[config.mk]
export PLATFORM = sky130hd
export DESIGN_NAME = hdr_rewrite
export DESIGN_NICKNAME = d
export VERILOG_FILES = /design/src/design/pkt_exe_pkg.sv /design/src/design/hdr_rewrite.sv
export VERILOG_INCLUDE_DIRS = /design/src /design/src/design
export SDC_FILE = /design/constraint.sdc
export NUM_CORES = 1
export LEC_CHECK = 0
export CORE_AREA = 4 4 115 117
export DETAILED_ROUTE_END_ITERATION = 16
export DIE_AREA = 0 0 119 121
export DONT_BUFFER_PORTS = 1
export SLEW_MARGIN = 10
export SYNTH_ARGS = -nofsm -noshare
export SYNTH_HDL_FRONTEND = slang
export SYNTH_SLANG_ARGS = --single-unit
export TNS_END_PERCENT = 5
[constraint.sdc]
create_clock -name vclk -period 1.6
set_clock_uncertainty 0.2 [all_clocks]
set_input_delay 0.16 -clock vclk [all_inputs]
set_output_delay 0.16 -clock vclk [all_outputs]
set_load 0.03 [all_outputs]
[src/design/pkt_exe_consts.svh]
`ifndef PKT_EXE_CONSTS_SVH
`define PKT_EXE_CONSTS_SVH

// fifo sizing
`define PKT_FIFO_DEPTH   256    // packet words
`define RULE_FIFO_DEPTH  64     // one rule per packet

// almost_full rises with this many free entries left,
// leaves room for words already in flight upstream
`define FIFO_AF_MARGIN   8

// rule action codes
`define ACT_CPU_USER     4'd1   // to cpu, thread id from rule
`define ACT_CPU_POLL     4'd2   // to cpu, round-robin thread id
`define ACT_PORT         4'd3   // to output port, slot 0 or 1

`endif
[src/design/pkt_exe_pkg.sv]
`default_nettype none

package pkt_exe_pkg;

    // word as it travels through the pipeline
    typedef struct packed {
        logic [1:0]   pos;       // 01 head, 11 middle, 10 tail
        logic [131:0] body;
    } pkt_word_t;

    // header word view, msb first
    typedef struct packed {
        logic [1:0]   pos;
        logic [18:0]  misc_a;
        logic [2:0]   out_slot;  // [112:110]
        logic [35:0]  misc_b;
        logic [9:0]   out_port;  // [73:64]
        logic [7:0]   misc_c;
        logic [8:0]   cpu_thread; // [55:47]
        logic [46:0]  misc_d;
    } pkt_hdr_t;

    // lookup result, one per packet
    typedef struct packed {
        logic [3:0]   action;
        logic [19:0]  misc;      // not used in this stage
        logic [7:0]   arg;       // thread id or port nibbles
    } rule_t;

    typedef enum logic [1:0] {
        IDLE    = 2'd0,
        META    = 2'd1,   // header word and rule popped here
        TRANS   = 2'd2,
        DISCARD = 2'd3
    } exe_state_t;

endpackage

`default_nettype wire

[src/design/hdr_rewrite.sv]
`timescale 1ns/10ps
`default_nettype none

`include "pkt_exe_consts.svh"

module hdr_rewrite import pkt_exe_pkg::*; (
    input  pkt_word_t  hdr_in,
    input  rule_t      rule,
    input  logic [5:0] poll_id,
    output pkt_word_t  hdr_out
);
    pkt_hdr_t hdr;
    logic     port_hi;   // upper port nibble set, goes to slot 1

    assign port_hi = (rule.arg[7:4] != 4'd0);

    always_comb begin
        hdr = pkt_hdr_t'(hdr_in);
        case (rule.action)
            `ACT_CPU_USER: begin
                hdr.cpu_thread = {1'b0, rule.arg};
            end
            `ACT_CPU_POLL: begin
                hdr.cpu_thread = {3'b000, poll_id};
            end
            `ACT_PORT: begin
                if (port_hi) begin
                    hdr.out_slot = 3'd1;
                    hdr.out_port = {6'd0, rule.arg[7:4]};
                end else begin
                    hdr.out_slot = 3'd0;
                    hdr.out_port = {6'd0, rule.arg[3:0]};
                end
            end
            default: begin
                // packet is dropped by the fsm, word left as is
                hdr = pkt_hdr_t'(hdr_in);
            end
        endcase
    end

    assign hdr_out = pkt_word_t'(hdr);

endmodule

`default_nettype wire

==> metrics.yaml <==
status:
  status: "complete, no violations"
finish:
  register_area_um2: 0
  final_cells: 231
  nClkBuffers: 0
  antennaDiodeCount: 0
  nFlopsAndLatches: 0
  nets: 233
  drive_gt1_share_pct: 47.46
  area_delta_synth_final_pct: -41.65
sta:
  setup_slack_ps: 167.9
  rsz0062_at_grt: "no"
  fmax_mhz: 698.3
  slew_headroom_pct: 76.99
  slew_violations: 0
  worst_slew_pin_slew_ps: 346.3
  fin_crit_sh_pct: 89.50
  finalHoldViolCount: 0
  fin_crit_ps: 1432
  finalSetupViolCount: 0
pwr:
  ir_worst_vdd_mv: 0.1076
  p_leak_uw: 0.0002383
  pwr_density_cell_nw_per_um2: 276.5
placed_design:
  pre_cts_ws_ps: 71.55
  io_buffers: 0
  place_congestion: 0.6269
  dp_cells: 231
synth:
  yosysSeqAreaShare_pct: 0
  yosysWarnings: 0
  syn_nets: 328
  synthAdderAreaFrac_pct: 0
  synthCells: 156
  syn_avg_cell_area_um2: 7.587
  syn_area_um2: 1184
  synth_xor_area_share_pct: 0
  synth_compound_area_share_pct: 14.16
  synth_top_family_by_area: "buffers and inverters"
  synth_simple_gate_area_share_pct: 13.42
  synth_cell_types: 14
  synth_mux_area_share_pct: 0
floorplanning:
  dieArea_um2: 14400
  die_y_um: 121
  row_count: 41
  core-area_um2: 12360
  start_util_pct: 9.574
  die_w_um: 119
  io_pins: 306
worst_hold_path:
  min_path_cells: 0
  hold_class: "primary input to output pin"
  min_to: "hdr_out[109]"
  hp-start: "hdr_in[109]"
global_routing:
  grt_max_degree: 19
  grt_overflow: 0
  grt_pass1_wl_um: 4050
  antenna_found_initial: 0
  track_usage_pct: 3.837
  grt_pass1_vias: 603
critical_path:
  cp.arrival_ps: 1070
  path_class: "primary input to output pin"
  worst_setup_path_end_kind: "output pin"
  worstPathMaxFanout: 9
  startpoint_type: "primary input"
  worstPathRequired_ps: 1240
route:
  wl_per_cell_um: 13.97
  drtAntennaViolNets: 0
  firstDrtPassIters: 3
  wirelength_um: 3226
  via_count: 530
  vias_per_cell: 2.294
  drc_errors: 0
  drtIter0Drc: 28
job:
  drv_cap: 0
-- how the worst max path moves through the flow --
stage | startpoint | to
2_1_floorplan | rule[30] | hdr_out[110]
3_3_place_gp | rule[4] | hdr_out[66]
3_5_place_dp | rule[4] | hdr_out[66]
4_1_cts | rule[4] | hdr_out[66]
5_1_grt | rule[4] | hdr_out[65]
6_report | rule[28] | hdr_out[53]
-- area by class of cell --
class                           count  area [µm²]
Fill cell                        1465       11670
Multi-Input combinational cell     42       335.3
Timing Repair Buffer               17       140.1
Tap cell                          172       215.2
-- cell families (layout without fill, tap and decap cells) --
group / count (synthesis) / after routing
buffers and inverters: 114 / 17
and+or+nand+nor: 19 / 19
AOI/OAI and AO/OA: 23 / 23
-- metrics by stage --
step | power [µW] | cell area [µm²] | setup TNS [ps] | utilization (%) | hold slack [ps]
floorplan | 663.4 | 1184 | -78.05 | - | 251.7
global placement | 194.3 | 681.9 | 0 | 5.516 | 120.2
detailed placement | 193.5 | 681.9 | 0 | 5.516 | 120.2
CTS | 194.2 | 681.9 | 0 | 5.516 | 120.2
global route | 202.8 | 690.7 | 0 | 5.586 | 120.0
finish | 191.0 | 690.7 | 0 | 5.586 | 120.0
-- critical path, stage by stage --
cell and delay (ps):
nor4b_4 110, buf_4 160, nor2_4 250, a22o_1 390
-- cell usage in the layout, fill, tap and decap left out --
cell / Yosys / layout
buf_4: 112 / 16
a21oi_1: 9 / 9
nor2b_1: 8 / 8
a22o_2: 6 / 6
a21o_1: 6 / 6
nor2_1: 5 / 5
nor4b_4: 2 / 2
a22o_1: 2 / 2
and4bb_2: 1 / 1
nor4_4: 0 / 1
nor2_4: 1 / 1
and2_1: 1 / 1
buf_12: 0 / 1
-- synth_stat cells --
cell type,n,area (µm²)
buf_4,112,840.8
a21oi_1,9,45.04
nor2b_1,8,50.05
a21o_1,6,45.04
a22o_2,6,60.06
nor2_1,5,18.77
a22o_1,2,17.52
nor4b_4,2,47.55
and2_1,1,6.260
and4bb_2,1,12.51
buf_6,1,11.26
clkbuf_2,1,5.000
nor2_4,1,11.26
nor4_2,1,12.51
-- per-layer routing --
layer  wire length (µm)  GRT usage (%)  share of wire, %  vias to the layer above
met1                790          2.969                24                      196
met4                312          4.127               9.7                        0
met5                  0              0                 0                        -
li1                   -              -                 -                      200
met2               1674          6.747                52                       86
met3                448          1.725                14                       48
-- repair_timing --
action / 4_1_cts / 5_1_grt
endpoints found under the hold margin: 0 / 0
buffers inserted: 0 / 0
gates resized for setup: 0 / 1
endpoints found under the setup margin: 0 / 4
hold buffers: 0 / 0
-- where the power goes --
| part | internal, µW | leakage, µW | total, µW | switching (µW) |
|---|---|---|---|---|
| clock | 0 | 0 | 0 | 0 |
| combinational | 66.2 | 0.000238 | 191 | 125 |
| sequential | 0 | 0 | 0 | 0 |
Note: power is estimated with default switching activity, not from simulation.
