**config.mk**
```make
export PLATFORM = sky130hd
export DESIGN_NAME = sync_fifo
export DESIGN_NICKNAME = d
export VERILOG_FILES = /design/src/design/sync_fifo.sv
export VERILOG_INCLUDE_DIRS = /design/src /design/src/design
export SDC_FILE = /design/constraint.sdc
export NUM_CORES = 1
export LEC_CHECK = 0
export BUFFER_PORTS_ARGS = -buffer_cell sky130_fd_sc_hd__buf_4
export CORE_ASPECT_RATIO = 1.4
export CORE_MARGIN = 5
export CORE_UTILIZATION = 45
export DETAILED_ROUTE_END_ITERATION = 6
export SYNTH_ARGS = -nofsm -noshare
export SYNTH_HDL_FRONTEND = slang
export SYNTH_SLANG_ARGS = --single-unit
```
**constraint.sdc**
```tcl
create_clock -name clk -period 3.64 [get_ports clk]
set_clock_uncertainty 0.2 [all_clocks]
set_input_delay 0.728 -clock clk [delete_from_list [all_inputs] [get_ports clk]]
set_output_delay 0.728 -clock clk [all_outputs]
set_load 0.02 [all_outputs]
```
**src/design/pkt_exe_consts.svh**
```systemverilog
`ifndef PKT_EXE_CONSTS_SVH
`define PKT_EXE_CONSTS_SVH

// fifo sizing
`define PKT_FIFO_DEPTH   256    // packet words
`define RULE_FIFO_DEPTH  64     // one rule per packet

// almost_full rises with this many free entries left,
// leaves room for words already in flight upstream
`define FIFO_AF_MARGIN   8

// rule action codes
`define ACT_CPU_USER     4'd1   // to cpu, thread id from rule
`define ACT_CPU_POLL     4'd2   // to cpu, round-robin thread id
`define ACT_PORT         4'd3   // to output port, slot 0 or 1

`endif
```
**src/design/sync_fifo.sv**
```systemverilog
`timescale 1ns/10ps
`default_nettype none

`include "pkt_exe_consts.svh"

module sync_fifo #(
    parameter type payload_t = logic [7:0],
    parameter int  DEPTH     = 16
) (
    input  logic     clk,
    input  logic     rst_n,
    input  logic     wr,
    input  payload_t wdata,
    input  logic     rd,
    output payload_t rdata,
    output logic     empty,
    output logic     full,
    output logic     almost_full
);
    localparam int AW = $clog2(DEPTH);
    localparam int CW = $clog2(DEPTH + 1);

    payload_t        mem [DEPTH];
    logic [AW-1:0]   wr_ptr;
    logic [AW-1:0]   rd_ptr;
    logic [CW-1:0]   count;
    logic            do_wr;
    logic            do_rd;

    assign do_wr = wr && !full;   // overflow writes are dropped
    assign do_rd = rd && !empty;

    always_ff @(posedge clk or negedge rst_n) begin
        if (!rst_n) begin
            wr_ptr <= '0;
            rd_ptr <= '0;
            count  <= '0;
        end else begin
            if (do_wr) begin
                wr_ptr <= (wr_ptr == AW'(DEPTH - 1)) ? '0 : wr_ptr + 1'b1;
            end
            if (do_rd) begin
                rd_ptr <= (rd_ptr == AW'(DEPTH - 1)) ? '0 : rd_ptr + 1'b1;
            end
            case ({do_wr, do_rd})
                2'b10:   count <= count + 1'b1;
                2'b01:   count <= count - 1'b1;
                default: count <= count;
            endcase
        end
    end

    always_ff @(posedge clk) begin
        if (do_wr) begin
            mem[wr_ptr] <= wdata;
        end
    end

    // head entry falls through, no read latency
    assign rdata       = mem[rd_ptr];
    assign empty       = (count == '0);
    assign full        = (count == CW'(DEPTH));
    assign almost_full = (count >= CW'(DEPTH - `FIFO_AF_MARGIN));

endmodule

`default_nettype wire

```
==> impl_metrics.tcl, run 1 <==
set metrics [dict create \
    outcome "complete, no violations" \
    die_x_um 105.7 \
    synth_area_leaders "edfxtp_1 (67%), mux4_2 (9.4%), dfrtp_1 (5.6%)" \
    hold_end "count[2]" \
    syn_area_sq_um 5772 \
    tritoncts "done" \
    tightest_slew_ns 0.9527 \
    period_share 0.9384 \
    netlist_top_cells_count "edfxtp_1 (128), mux2i_1 (25), mux4_2 (24)" \
    rr_startpoint "count[1]" \
    drc 0 \
    drive_above_1_share 0.2760 \
    grt_pass1_vias 3135 \
    cts_sinks 141 \
    fmax_ghz 0.2928 \
    max-clock-path-buffers 2 \
    post-dp-hpwl_um 8175 \
    dr_total_vias 2936 \
    num-fill-cells 994 \
    crit_chain "nor2b_1, a22oi_1, a32oi_1, o21ai_0, buf_4" \
    hold_class "reg -> reg" \
    met1_usage 0.2144 \
    reg2regPathDepth 8 \
    rsz0062_at_grt "no" \
    ff_latch_area_sq_um 4172 \
    core_area_sq_um 12690 \
    final_max_slew_viol_count 0 \
    worstPathRequired_ns 2.71 \
    multi_input_area_sq_um 1499 \
    reg2reg_setup_slack_ns 0.69 \
    cp-start-kind "flop" \
    die_h_um 144 \
    slowest_delay_ns 0.58 \
    yosysTopAreaCell "edfxtp_1" \
    grt_max_degree 30 \
    slowest_stage "nor2b_1" \
    busiest_layer "met2" \
    first_pass_iters 5 \
    ir_drop_mv 0.4053 \
    path_max_fanout 15 \
    ys.flop_type "edfxtp_1" \
    antenna_found_initial 0 \
    drt_iter0_markers 204 \
    p_per_area_nw_per_um2 857.6 \
    place.gp.congestion 0.7541 \
    wirelength_um 12190 \
    grt-ovfl-total 0 \
    setup-tns-final_ns 0 \
    clk_pin_slew_ns 0.06 \
    start_util 0.4548 \
    yosysSeqAreaShare 0.7223 \
    ant_nets 0 \
    crit_family "compound AO/OA/AOI/OAI gates" \
    crit_type "reg -> out" \
    synthToLayoutAreaGrowth_pct 18.62 \
    grt_pass1_wl_um 18850 \
    cts_root_buf "clkbuf_16" \
    cts_buffers 17 \
    setup_viol 0 \
    finalNetCount 375 \
    use_met2 0.3017 \
    synth_seq_cells 141 \
    dieArea_sq_um 15220 \
    power.leakage_nw 2.391 \
    rows 49 \
    maxCapViolations 0 \
    post_cts_resized 0 \
    crit_arrival_ns 2.49 \
    postCtsSetupBuffers 0 \
    vias_per_cell 5.657 \
    hold-worst-slack_ns 0.3600 \
    endpoint_kind "output port" \
    maxSlewHeadroom 0.3625 \
    track_usage 0.1710 \
    globalRouteMet3Util 0.03528 \
    finalHoldViolCount 0 \
    wl_per_cell_um 23.49 \
    syn-num-nets 334 \
    pin_count 23 \
    synth-edff-count 128 \
    yosys_warnings 0 \
    syn_area_per_cell_sq_um 18.50 \
    synth_most_common_cell "edfxtp_1" \
    synthCells 312 \
    finalCriticalPeriod_ns 3.416 \
    yosys.area.top_type_share 0.6659 \
    critPathBufInv 1 \
    cts_max_level 4 \
    worstReg2RegEnd "count[4]" \
    antenna_cells 0 \
    clk-insertion-delay-late_ns 0.41 \
    hold_depth 2 \
    async_reset_ff_frac 0.09220 \
    portBuffers 22 \
    holdCritStartpoint "count[2]" \
    synth_cell_types 40 \
]
-- per-stage QoR --
stage          worst slack [ns]  cells  utilization  total power, mW  instance area, sq um
6_report                 0.2243    519       0.5395            5.872                  6847
5_1_grt                 0.04876    519       0.5395            6.147                  6847
4_1_cts                  0.1687    519       0.5395            5.932                  6847
3_5_place_dp             0.6133    486       0.4860            4.000                  6167
3_3_place_gp             0.6050    486       0.4860            3.958                  6167
2_1_floorplan            0.8609    312            -            3.391                  5772
-- cell usage in the layout (no fill, tap or decap), types with 3 or more instances in the layout --
master,count
edfxtp_1,128
buf_4,36
mux2i_1,25
mux4_2,24
clkbuf_16,17
nor2_1,15
dfrtp_1,11
nand2_1,10
ha_1,9
a22oi_1,8
a32oi_1,8
o21ai_0,7
o21ai_1,6
bufinv_16,6
nor3_1,5
xnor2_1,5
inv_1,4
nand3_1,3
a21oi_1,3
clkinv_4,3
-- metal layers --
metal	vias up	share of wire
met5	-	0
li1	1333	-
met1	1524	0.41
met3	5	0.041
met2	74	0.55
met4	0	0.0073
-- how the worst max path moves through the flow --
stage               from  endpoint  cells past startpoint
2_1_floorplan   count[1]  count[4]                      8
3_3_place_gp   rd_ptr[0]  rdata[2]                      5
3_5_place_dp   rd_ptr[0]  rdata[2]                      5
4_1_cts        rd_ptr[0]  rdata[2]                      5
5_1_grt        rd_ptr[0]  rdata[7]                      5
6_report       rd_ptr[0]  rdata[7]                      5
-- cell families after synthesis --
group,count (synthesis),share of synthesized area
AOI/OAI and AO/OA,41,0.04964
xor gates and xnor gates,6,0.009105
DFF,141,0.7223
and+or+nand+nor,42,0.03382
buffers and inverters,20,0.01799
muxes,52,0.1442
adders and majority gates,10,0.02298
-- timing repair --
| item | 4_1_cts | 5_1_grt |
|---|---|---|
| hold endpoints to repair | 13 | 0 |
| endpoints found under the setup margin | 0 | 0 |
| hold buffers | 1 | 0 |
-- power breakdown --
part | leakage (nW) | switching (mW) | internal (mW)
Clock | 0.321 | 0.651 | 1.28
Sequential | 1.31 | 0.217 | 1.98
Combinational | 0.760 | 0.929 | 0.812
Total | 2.39 | 1.80 | 4.08
-- state kept, by name, indices dropped and copies added, names as in the netlist --
register / flops
mem: 128
count: 5
rd_ptr: 4
wr_ptr: 4
-- final cells by class --
| class | count | area share |
|---|---|---|
| Clock buffer | 17 | 0.06213 |
| Tap cell | 153 | 0.02796 |
| Multi-Input combinational cell | 151 | 0.2189 |
| Timing Repair Buffer | 38 | 0.04386 |
| Inverter | 4 | 0.002193 |
| Clock inverter | 15 | 0.03564 |
| Sequential cell | 141 | 0.6093 |
-- worst reg2reg max path: stages (launching register included) --
cell     delay [ns]
dfrtp_1        0.43
or4_4          0.57
o21a_4         0.23
ha_1           0.28
fa_1           0.44
a21o_1         0.17
a21oi_1        0.18
mux2i_1        0.24
xnor2_1        0.13
(Power assumes the default switching activity.)
==> inputs of run 2 (changes only) <==
Settings changed: BUFFER_PORTS_ARGS -buffer_cell sky130_fd_sc_hd__buf_4 to default, DONT_BUFFER_PORTS from default to 1, TNS_END_PERCENT from default to 30.
==> impl_metrics.tcl, run 2 (synthesized netlist as in run 1, its figures left out) <==
set metrics [dict create \
    cts_buffers 17 \
    setup_viol 0 \
    antenna_found_initial 0 \
    pin_count 23 \
    wl_per_cell_um 23.52 \
    largest_reg_flops 128 \
    drc 0 \
    hold_class "in -> reg" \
    crit_arrival_ns 2.45 \
    grt_pass1_wl_um 18070 \
    cp-start-kind "flop" \
    die_h_um 144 \
    ant_nets 0 \
    crit_chain "nor2b_1, a22oi_1, a32oi_1, o21ai_0, buf_4" \
    endpoint_kind "output port" \
    grt_pass1_vias 3013 \
    final_cell_mix "edfxtp_1 (128), mux2i_1 (25), mux4_2 (24)" \
    crit_type "reg -> out" \
    p_per_area_nw_per_um2 842.8 \
    cts_root_buf "clkbuf_16" \
    slowest_delay_ns 0.58 \
    worstPathRequired_ns 2.71 \
    hold_depth 0 \
    tightest_slew_ns 0.9325 \
    setup-tns-final_ns 0 \
    top_register "mem" \
    hold-worst-slack_ns 0.2069 \
    clk-insertion-delay-late_ns 0.41 \
    place.gp.congestion 0.7536 \
    portBuffers 0 \
    rsz0062_at_grt "no" \
    worstReg2RegEnd "count[4]" \
    reg.largest.list "mem x128, count x5" \
    critPathBufInv 1 \
    holdCritStartpoint "wdata[3]" \
    synthToLayoutAreaGrowth_pct 14.42 \
    tritoncts "done" \
    maxSlewHeadroom 0.3761 \
    first_pass_iters 4 \
    reg2reg_setup_slack_ns 0.66 \
    maxCapViolations 0 \
    grt-ovfl-total 0 \
    ir_drop_mv 0.3682 \
    track_usage 0.1655 \
    reg2regPathDepth 8 \
    post_cts_resized 0 \
    dr_total_vias 2822 \
    power.leakage_nw 2.247 \
    max-clock-path-buffers 2 \
    die_x_um 105.7 \
    outcome "complete, no violations" \
    drt_iter0_markers 231 \
    core_area_sq_um 12690 \
    final_max_slew_viol_count 0 \
    start_util 0.4548 \
    finalNetCount 351 \
    fmax_ghz 0.2957 \
    rows 49 \
    path_max_fanout 12 \
    finalCriticalPeriod_ns 3.382 \
    clk_pin_slew_ns 0.06 \
    period_share 0.9291 \
    cts_sinks 141 \
    wirelength_um 11640 \
    rr_startpoint "count[1]" \
    grt_max_degree 26 \
    post-dp-hpwl_um 7792 \
    hold_end "mem[3][3]" \
    finalHoldViolCount 0 \
    final_common_cell "edfxtp_1" \
    num-fill-cells 993 \
    slowest_stage "nor2b_1" \
    antenna_cells 0 \
    cts_max_level 4 \
    vias_per_cell 5.701 \
    crit_family "compound AO/OA/AOI/OAI gates" \
    drive_above_1_share 0.2251 \
    dieArea_sq_um 15220 \
]
## run 2: changes by cell type in the layout (fill, tap and decap cells not counted), sizes merged
cell / before / now
buf: 37 / 13
bufinv: 6 / 4
clkbuf: 17 / 18
inv: 5 / 6
## run 2: worst register-to-register path: cells and delay by family (launching register included)
kind / cells / cell delay, ns
xor+xnor: 1 / 0.14
flops: 1 / 0.43
mux: 1 / 0.24
compound gates: 3 / 0.60
fa+ha+maj: 2 / 0.71
simple gates: 1 / 0.58
## run 2: stage by stage
step	util	instances	setup slack [ns]	cell area, sq um	total power, mW
6_report	0.5204	495	0.2581	6604	5.565
5_1_grt	0.5204	495	0.06958	6604	5.838
4_1_cts	0.5204	495	0.2398	6604	5.622
3_5_place_dp	0.4708	462	0.6585	5974	3.823
3_3_place_gp	0.4708	462	0.6850	5974	3.790
2_1_floorplan	-	312	0.8609	5772	3.391
## run 2: power by group
| group | switching [mW] | leakage, nW | internal [mW] |
|---|---|---|---|
| Clock | 0.660 | 0.300 | 1.15 |
| Sequential | 0.226 | 1.31 | 1.98 |
| Combinational | 0.861 | 0.636 | 0.691 |
| Total | 1.75 | 2.25 | 3.82 |
## run 2: worst max-delay path by stage
stage / startpoint / end / slack, ns / cells after the start
CTS: rd_ptr[0] / rdata[0] / 0.24 / 5
global route: rd_ptr[0] / rdata[0] / 0.07 / 5
detailed placement: count[0] / count[4] / 0.66 / 8
floorplan: count[1] / count[4] / 0.86 / 8
finish: rd_ptr[0] / rdata[0] / 0.26 / 5
global placement: count[1] / count[4] / 0.68 / 8
## run 2: area by class of cell
type | instances | area (sq um) | area share
clock inverters | 14 | 190.2 | 0.02880
multi-input cells | 151 | 1499 | 0.2270
inverters | 4 | 15.01 | 0.002274
well taps | 153 | 191.4 | 0.02899
repair buffers | 14 | 107.6 | 0.01629
flip-flops and latches | 141 | 4172 | 0.6317
clock buffers | 18 | 429.2 | 0.06499
## run 2: layer usage
| layer | up-vias | global-route usage | part of all wire |
|---|---|---|---|
| met5 | - | 0 | 0 |
| met2 | 49 | 0.2964 | 0.55 |
| met1 | 1477 | 0.1920 | 0.40 |
| met3 | 13 | 0.04734 | 0.039 |
| li1 | 1283 | - | - |
| met4 | 0 | 0.05593 | 0.015 |
## run 2: repair_timing
action / in CTS / in global routing
endpoints found under the hold margin: 13 / 0
setup buffers: 0 / 0
hold buffers: 1 / 0
