`src/design/pkt_exe_consts.svh`:
```
`ifndef PKT_EXE_CONSTS_SVH
`define PKT_EXE_CONSTS_SVH

// fifo sizing
`define PKT_FIFO_DEPTH   256    // packet words
`define RULE_FIFO_DEPTH  64     // one rule per packet

// almost_full rises with this many free entries left,
// leaves room for words already in flight upstream
`define FIFO_AF_MARGIN   8

// rule action codes
`define ACT_CPU_USER     4'd1   // to cpu, thread id from rule
`define ACT_CPU_POLL     4'd2   // to cpu, round-robin thread id
`define ACT_PORT         4'd3   // to output port, slot 0 or 1

`endif
```
`src/design/cpu_poll_counter.sv`:
```
`timescale 1ns/10ps
`default_nettype none

module cpu_poll_counter (
    input  logic       clk,
    input  logic       rst_n,
    input  logic       advance,
    input  logic [5:0] max_id,
    output logic [5:0] poll_id
);
    logic [6:0] id_inc;   // one extra bit so 63 + 1 does not wrap

    // compare id + 1 against max rather than id against max - 1,
    // max_id of zero would underflow otherwise
    assign id_inc = {1'b0, poll_id} + 7'd1;

    always_ff @(posedge clk or negedge rst_n) begin
        if (!rst_n) begin
            poll_id <= '0;
        end else if (advance) begin
            if (id_inc < {1'b0, max_id}) begin
                poll_id <= id_inc[5:0];
            end else begin
                poll_id <= '0;   // wrap
            end
        end
    end

endmodule

`default_nettype wire

```
`config.mk`:
```
export PLATFORM = sky130hd
export DESIGN_NAME = cpu_poll_counter
export DESIGN_NICKNAME = d
export VERILOG_FILES = /design/src/design/pkt_exe_consts.svh /design/src/design/cpu_poll_counter.sv
export SDC_FILE = /design/constraint.sdc
export NUM_CORES = 1
export LEC_CHECK = 0
export BUFFER_PORTS_ARGS = -buffer_cell sky130_fd_sc_hd__clkbuf_2
export CORE_AREA = 2 2 39 41
export CTS_CLUSTER_DIAMETER = 60
export DETAILED_ROUTE_END_ITERATION = 12
export DIE_AREA = 0 0 41 43
export GPL_TIMING_DRIVEN = 0
export PLACE_DENSITY = 0.73
export SETUP_SLACK_MARGIN = 0.2
export SLEW_MARGIN = 0
export SYNTH_ARGS = -nofsm -noshare
export SYNTH_HDL_FRONTEND = slang
export SYNTH_SLANG_ARGS = --single-unit
```
`constraint.sdc`:
```
create_clock -name clk -period 1.9 [get_ports clk]
set_input_delay 0.475 -clock clk [delete_from_list [all_inputs] [get_ports clk]]
set_output_delay 0.475 -clock clk [all_outputs]
set_load 0.05 [all_outputs]
```
==> metrics, run 1 <==
Crit Path Max Fanout=5; H-tree levels=1; Die Span X=41 um; Post-synth top flop=dfrtp_1; library cells used by synthesis=20; clk root buf=clkbuf_4; CP Launch Type=register; Die Footprint=1760 sq um; crit end category=register; clock buffer depth=2; total power=1.38 mW; Largest regs=poll_id x6; Fin. Hold Viols=0; largest net degree at the start of global routing=8; Pins Over Slew Limit=0; synthesized netlist cell count=53; maximum vdd drop=0.790 mV; Post-DP Area=621 sq um; hold slack final=0.0438 ns; TritonCTS clock tree=yes; FP Rows=14; Seq/Total Area, Yosys=30.2%; outcome=complete, but fails checks; slew of the pin with the lowest slew margin=0.279 ns; Design Area, Final=771 sq um; CP Class=reg2reg; vias in the first global route=446; leading cell type in the layout, fill and taps excluded=clkbuf_2; GRT Total Usage=14.5%; combinational group share of total power=71.0%; Yosys reg bits=6; R2R setup slack=-0.10 ns; CTS sink count=6; Clock Skew=0.00737 ns; switching share of power=50.2%; nets@finish=94; pwr dens=1790 nW/um^2; GPL Wtd Cong=0.680; share of cells above drive strength 1=60.3%; fill count=133; Hold Path Class=in2async; Tcrit/Tclk final=105%; Final Worst Setup Slack=-0.103 ns; number of synthesis warnings=0; Critical Path AT=2.14 ns; Pre-antenna DRT Iters=3; synth-to-layout area growth=54.8%; CTS Hold Buffers Added=0; Cell Area, Synth=498 sq um; vias per cell=5.00; remaining antenna violation count after routing=0; worst-skew pair later-pin latency=0.24 ns; antenna violations before repair=0; DRC violations left=0; routed vias=470; Pleak=0.367 nW; global-route wire length before repair=1660 um; slew margin rel.=81.5%; drt wl/cell=12.5 um; Worst-path clk slew=0.05 ns; Largest register FFs=6; DRT iter0 DRCs=8; Die Ht=43 um; most frequent cells in the layout=clkbuf_2 (14), inv_1 (12), buf_4 (7); maxcap violations=0; port bufs=14; Period minus WS final=2.00 ns; IO Pins=15; hpwl dp=759 um; number of synthesized flops with an enable pin=0; most flop-heavy register=poll_id; Avg Cell Area, Syn=9.40 sq um; WL final=1170 um; Num CTS Buffers=3; WP data required=2.04 ns; setup violators final=6; gr ovfl total=0; crit path from=poll_id[0]$_DFFE_PN0P_; net load switching power=0.693 mW; Worst R2R Start=poll_id[0]$_DFFE_PN0P_; Reg power frac=20.2%; RSZ-0062 raised after global routing=true; failing checks=negative setup slack; Int Pwr=0.688 mW; Initial Utilization=36.0%; power share of the clock group=8.8%; # diodes=0; async set-or-reset flop fraction in the synthesized netlist=100%; fmax=0.499 GHz; Mapped Nets=68; core area=1380 sq um
path summary, 6_finish.rpt:
kind                            cells past startpoint                endpoint
min in group clk                                    2  poll_id[3]$_DFFE_PN0P_
max in group asynchronous                           1  poll_id[2]$_DFFE_PN0P_
worst max-delay path                                9  poll_id[2]$_DFFE_PN0P_
worst min register to register                      2  poll_id[3]$_DFFE_PN0P_
worst max register to register                      9  poll_id[2]$_DFFE_PN0P_
worst min-delay path                                1  poll_id[3]$_DFFE_PN0P_
critical path, stage by stage, from the launching register on:
cell and delay, ns:
dfrtp_2 0.41, and3_4 0.21, nand3_4 0.10, xnor2_4 0.20
inv_2 0.07, ha_4 0.25, nand3_2 0.07, and4b_2 0.28
o2111ai_2 0.12, a22oi_2 0.20
layer usage:
layer  routed length [um]  part of all wire [%]  GRT usage (%)
met5                    0                     0              0
met4                    8                  0.68           12.0
met3                   29                   2.5           2.09
met2                  682                    58           23.1
met1                  454                    39           15.7
layout make-up:
| cell class | instances | area, sq um | share of cell area, % |
|---|---|---|---|
| repair buffers | 21 | 123 | 15.9 |
| flip-flops and latches | 6 | 156 | 20.3 |
| multi-input cells | 34 | 397 | 51.5 |
| clock buffers | 4 | 26.3 | 3.41 |
| well taps | 16 | 20.0 | 2.60 |
| inverters | 13 | 48.8 | 6.33 |
per-stage QoR:
stage	std cells	worst slack [ns]	TNS, ns	utilization (%)
floorplan	53	-0.127	-0.601	-
global placement	83	-0.0841	-0.127	44.8
detailed placement	83	-0.120	-0.197	44.8
CTS	93	-0.0372	-0.114	51.4
global route	94	-0.217	-0.933	55.7
finish	94	-0.103	-0.364	55.7
power by group through the flow:
stage / registers, mW / logic (mW) / clock network [mW]
after floorplan: 0.463 / 0.399 / 0
after global placement: 0.281 / 0.719 / 0
after detailed placement: 0.283 / 0.739 / 0
after CTS: 0.263 / 0.901 / 0.130
after global routing: 0.286 / 1.06 / 0.140
final: 0.279 / 0.980 / 0.122
Yosys cell counts, drive strengths merged, types with 2 or more instances:
master	instances	share of area, %
inv	13	9.8
dfrtp	6	30
ha	6	15
nand3	5	6.0
o2111ai	4	7.0
xnor2	3	5.3
nand2	2	1.5
o21ai	2	2.0
o22ai	2	2.5
repair_timing:
action / 4_1_cts / 5_1_grt
setup endpoints to repair: 6 / 6
pin swaps: 5 / 6
gates resized for setup: 3 / 9
setup buffers: 6 / 1
cells by family after synthesis:
logic type	after synthesis	share of synthesized area, %
compound gates	12	21.4
xor+xnor	4	7.04
fa+ha+maj	6	15.1
buf+inv	13	9.80
flops	6	30.1
mux	1	2.01
simple gates	11	14.6
Note: power is estimated with default switching activity, not from simulation.
==> run 2, diff against run 1 <==
--- a/config.mk
+++ b/config.mk
@@ -12,6 +12,7 @@
 export DIE_AREA = 0 0 41 43
 export GPL_TIMING_DRIVEN = 0
 export PLACE_DENSITY = 0.73
+export RECOVER_POWER = 50
 export SETUP_SLACK_MARGIN = 0.2
 export SLEW_MARGIN = 0
 export SYNTH_ARGS = -nofsm -noshare
==> run 2 against run 1 <==
The run still ends with negative setup slack left. Clock-buffer cell count is the same. Via count is the same. Clock skew barely moved. Critical path depth is the same. Die area unchanged. Cell count stayed put. Highest routed layer unchanged. Fmax hardly changed. Power about the same. First-iteration DRC count unchanged.
==> metrics, run 2 (synthesized netlist as in run 1, its figures left out) <==
clock buffer depth=2 (unchanged); crit end category=register (unchanged); antenna violations before repair=0 (unchanged); Die Ht=43 um (unchanged); gr ovfl total=0 (unchanged); clk root buf=clkbuf_4 (unchanged); Crit Path Max Fanout=5 (unchanged); RSZ-0062 raised after global routing=true (unchanged); synth-to-layout area growth=54.5% (was 54.8%); hpwl dp=759 um (unchanged); maxcap violations=0 (unchanged); share of cells above drive strength 1=59.0% (was 60.3%); failing checks=negative setup slack (unchanged); Pins Over Slew Limit=0 (unchanged); R2R setup slack=-0.10 ns (about the same); Hold Path Class=in2async (unchanged); slew of the pin with the lowest slew margin=0.285 ns (was 0.279 ns); slew margin rel.=81.0% (was 81.5%); Final Worst Setup Slack=-0.103 ns (about the same); WP data required=2.04 ns (about the same); Fin. Hold Viols=0 (unchanged); Largest register FFs=6 (unchanged); setup violators final=6 (unchanged); remaining antenna violation count after routing=0 (unchanged); Worst-path clk slew=0.05 ns (about the same); GRT Max-Usage Layer=met2 (unchanged); DRT iter0 DRCs=8 (unchanged); Pleak=0.364 nW (was 0.367 nW); WL final=1180 um (was 1170 um); GR Util met2=23.1% (unchanged); CP Launch Type=register (unchanged); Die Span X=41 um (unchanged); Die Footprint=1760 sq um (unchanged); fmax=0.499 GHz (about the same); final setup TNS=-0.363 ns (was -0.364 ns); TritonCTS clock tree=yes (unchanged); Pre-antenna DRT Iters=3 (unchanged); CTS sink count=6 (unchanged); GRT Total Usage=14.5% (unchanged); FP Rows=14 (unchanged); vias in the first global route=446 (unchanged); Design Area, Final=769 sq um (was 771 sq um); core area=1380 sq um (unchanged); maximum vdd drop=0.790 mV (unchanged); most flop-heavy register=poll_id (unchanged); Period minus WS final=2.00 ns (about the same); outcome=complete, but fails checks (unchanged); Critical Path AT=2.14 ns (about the same); global-route wire length before repair=1660 um (unchanged); Tcrit/Tclk final=105% (about the same); pwr dens=1790 nW/um^2 (about the same); CP Class=reg2reg (unchanged); Clock Skew=0.00733 ns (was 0.00737 ns); leading cell type in the layout, fill and taps excluded=clkbuf_2 (unchanged); DRC violations left=0 (unchanged); DP Worst Slack=-0.120 ns (unchanged); GPL Wtd Cong=0.680 (unchanged); Post-DP Area=621 sq um (unchanged); # diodes=0 (unchanged); grt met3 use=2.09% (unchanged); Largest regs=poll_id x6 (unchanged); routed vias=470 (unchanged); met1 usage=15.7% (unchanged); Num CTS Buffers=3 (unchanged); total power=1.38 mW (about the same); vias per cell=5.00 (unchanged); drt wl/cell=12.5 um (about the same); hold slack final=0.0831 ns (was 0.0438 ns); worst reg2reg path depth=9 (unchanged); H-tree levels=1 (unchanged); IO Pins=15 (unchanged); Initial Utilization=36.0% (unchanged); largest net degree at the start of global routing=8 (unchanged); nets@finish=94 (unchanged); worst-skew pair later-pin latency=0.24 ns (about the same); port bufs=14 (unchanged); most frequent cells in the layout=clkbuf_2 (13), inv_1 (12), buf_4 (7) (was clkbuf_2 (14), inv_1 (12), buf_4 (7))
run 2: report_power, final:
group	internal [mW]	total (mW)	switching (mW)	leakage (nW)
combinational	0.415	0.980	0.565	0.278
sequential	0.193	0.279	0.0858	0.0710
clock	0.0793	0.122	0.0424	0.0150
run 2: critical path, stage by stage, from the launching register on:
cell and delay [ns]:
dfrtp_2 0.41, and3_4 0.21, nand3_4 0.10, xnor2_4 0.20
inv_2 0.07, ha_4 0.25, nand3_2 0.07, and4b_2 0.28
o2111ai_2 0.12, a22oi_2 0.20
run 2: final cells by class:
cell class / count / area (sq um)
inverter: 13 / 48.8
tap: 16 / 20.0
fill: 134 / 614
multi-input combinational: 34 / 397
sequential: 6 / 156
clock buffer: 4 / 26.3
timing repair buffer: 21 / 121
run 2: worst paths after layout:
path | start | end
setup / recovery | poll_id[0]$_DFFE_PN0P_ | poll_id[2]$_DFFE_PN0P_
hold / removal | rst_n | poll_id[3]$_DFFE_PN0P_
setup reg to reg | poll_id[0]$_DFFE_PN0P_ | poll_id[2]$_DFFE_PN0P_
hold reg to reg | poll_id[3]$_DFFE_PN0P_ | poll_id[3]$_DFFE_PN0P_
max in group asynchronous | rst_n | poll_id[2]$_DFFE_PN0P_
min in group clk | advance | poll_id[3]$_DFFE_PN0P_
run 2: timing repair:
action	in CTS	in global routing
setup buffers	6	1
gates resized for setup	3	9
gates cloned	0	0
hold buffers	0	0
pin swaps	5	6
endpoints found under the setup margin	6	6
run 2: per-stage QoR:
stage / util, % / instances
2_1_floorplan: - / 53
3_3_place_gp: 44.8 / 83
3_5_place_dp: 44.8 / 83
4_1_cts: 51.4 / 93
5_1_grt: 55.6 / 94
6_report: 55.6 / 94
run 2: per-layer routing:
metal / vias to the layer above / part of all wire [%]
met5: - / 0
met4: 0 / 0.68
met3: 2 / 2.5
met2: 6 / 58
met1: 221 / 39
li1: 241 / -
==> run 3, diff against run 2 <==
==> constraint.sdc (replaced) <==
create_clock -name clk -period 1.9 [get_ports clk]
set_input_delay 0.19 -clock clk [delete_from_list [all_inputs] [get_ports clk]]
set_output_delay 0.19 -clock clk [all_outputs]
set_load 0.05 [all_outputs]
==> run 3 against run 2 <==
The flow still finishes with violations (negative setup slack). Sequential share of layout area down 0.26 points. Clock power about the same. Register-to-register slack is essentially flat. Fmax down 0.59%. Wire length is 1.4% higher. Clock-buffer cell count stayed put. Worst hold slack better by 0.16 ns. Worst setup slack lost 0.012 ns.
==> metrics, run 3 (synthesized netlist as in run 1, its figures left out) <==
outcome=complete, but fails checks (unchanged); failing checks=negative setup slack (unchanged); leading cell type in the layout, fill and taps excluded=clkbuf_2 (unchanged); Pre-antenna DRT Iters=4 (was 3); Largest register FFs=6 (unchanged); total power=1.39 mW (was 1.38 mW); Hold Path Depth=2; Post-Route Utilization=56.3% (was 55.6%); fill count=135 (was 134); Period minus WS final=2.01 ns (was 2.00 ns); CP Launch Type=register (unchanged); maxcap violations=0 (unchanged); Pins Over Slew Limit=0 (unchanged); final setup TNS=-0.400 ns (was -0.363 ns); Die Footprint=1760 sq um (unchanged); share of cells above drive strength 1=58.2% (was 59.0%); Initial Utilization=36.0% (unchanged); Num CTS Buffers=3 (unchanged); slew of the pin with the lowest slew margin=0.286 ns (was 0.285 ns); R2R setup slack=-0.11 ns (was -0.10 ns); Hold Path Class=in2reg (was in2async); maximum vdd drop=0.792 mV (was 0.790 mV); TritonCTS clock tree=yes (unchanged); WL final=1190 um (was 1180 um); vias in the first global route=447 (was 446); Die Span X=41 um (unchanged); DP Worst Slack=-0.120 ns (unchanged); Critical Path AT=2.16 ns (was 2.14 ns); setup violators final=6 (unchanged); DRT iter0 DRCs=9 (was 8); global-route wire length before repair=1650 um (was 1660 um); RSZ-0062 raised after global routing=true (unchanged); gr ovfl total=0 (unchanged); crit end category=register (unchanged); drt wl/cell=12.5 um (about the same); GPL Wtd Cong=0.680 (unchanged); Pleak=0.368 nW (was 0.364 nW); Design Area, Final=779 sq um (was 769 sq um); hold-critical path endpoint=poll_id[3]$_DFFE_PN0P_; pwr dens=1780 nW/um^2 (was 1790 nW/um^2); Final Worst Setup Slack=-0.115 ns (was -0.103 ns); Fin. Hold Viols=0 (unchanged); routed vias=475 (was 470); Crit Path Max Fanout=5 (unchanged); worst reg2reg path depth=9 (unchanged); clk root buf=clkbuf_4 (unchanged); Largest regs=poll_id x6 (unchanged); Die Ht=43 um (unchanged); Worst-path clk slew=0.05 ns (about the same); port bufs=14 (unchanged); most frequent cells in the layout=clkbuf_2 (13), inv_1 (12), buf_4 (7) (unchanged); CTS sink count=6 (unchanged); hpwl dp=759 um (unchanged); antenna violations before repair=0 (unchanged); FF+latch area=156 sq um (unchanged); synth-to-layout area growth=56.5% (was 54.5%); Critical R2R Capture=poll_id[2]$_DFFE_PN0P_ (unchanged); clock buffer depth=2 (unchanged); Clock Skew=0.00735 ns (was 0.00733 ns); core area=1380 sq um (unchanged); most flop-heavy register=poll_id (unchanged); IO Pins=15 (unchanged); Tcrit/Tclk final=106% (was 105%); min-delay src=advance; Post-DP Area=621 sq um (unchanged); remaining antenna violation count after routing=0 (unchanged); CP Class=reg2reg (unchanged); WP data required=2.04 ns (about the same); # diodes=0 (unchanged); vias per cell=5.00 (unchanged); nets@finish=95 (was 94); H-tree levels=1 (unchanged); FP Rows=14 (unchanged); DRC violations left=0 (unchanged); worst-skew pair later-pin latency=0.24 ns (about the same); crit path from=poll_id[0]$_DFFE_PN0P_ (unchanged); slew margin rel.=80.9% (was 81.0%); fmax=0.496 GHz (was 0.499 GHz); GRT Total Usage=14.4% (was 14.5%); Worst R2R Start=poll_id[0]$_DFFE_PN0P_ (unchanged); multi-input logic area=397 sq um (unchanged); largest net degree at the start of global routing=8 (unchanged)
[run 3: cell type report]
cell class	count	share of cell area (%)
multi-input cells	34	50.9
flip-flops and latches	6	20.1
repair buffers	22	16.9
inverters	13	6.26
clock buffers	4	3.37
well taps	16	2.57
[run 3: through the flow]
step | hold slack (ns) | cells
after detailed placement | 0.0170 | 83
after CTS | 0.208 | 94
after global placement | 0.0146 | 83
after global routing | 0.250 | 95
after floorplan | -0.106 | 53
final | 0.241 | 95
[run 3: power breakdown]
part	internal, mW	leakage (nW)	switching [mW]
Combinational	0.417	0.282	0.567
Sequential	0.193	0.0710	0.0864
Clock	0.0793	0.0150	0.0425
Total	0.689	0.368	0.696
[run 3: worst max path at each step]
stage / to / slack (ns) / cells past startpoint
final: poll_id[2]$_DFFE_PN0P_ / -0.11 / 9
after global routing: poll_id[1]$_DFFE_PN0P_ / -0.22 / 9
after CTS: poll_id[2]$_DFFE_PN0P_ / -0.04 / 9
after detailed placement: poll_id[2]$_DFFE_PN0P_ / -0.12 / 7
after global placement: poll_id[2]$_DFFE_PN0P_ / -0.08 / 7
after floorplan: poll_id[2]$_DFFE_PN0P_ / -0.13 / 9
[run 3: layer usage]
metal  part of all wire [%]  vias up  routed length, um  global-route usage, %
met5                      0        -                  0                      0
met2                     58        8                696                   23.1
li1                       -      241                  -                      -
met1                     38      224                457                   15.7
met4                   0.67        0                  8                   12.0
met3                    2.4        2                 29                   1.57
[run 3: worst max-delay path, stage by stage (launching register included)]
cell       delay [ns]
dfrtp_2          0.41
and3_4           0.21
nand3_4          0.10
xnor2_4          0.20
inv_2            0.07
ha_4             0.25
nand2_1          0.06
and4b_2          0.30
o2111ai_2        0.12
a22oi_2          0.20
[run 3: repair_timing]
action	4_1_cts	5_1_grt
hold buffers	1	0
buffers inserted	6	1
endpoints found under the setup margin	6	6
hold endpoints to repair	6	0
resized for setup	3	9
pin swaps	5	6
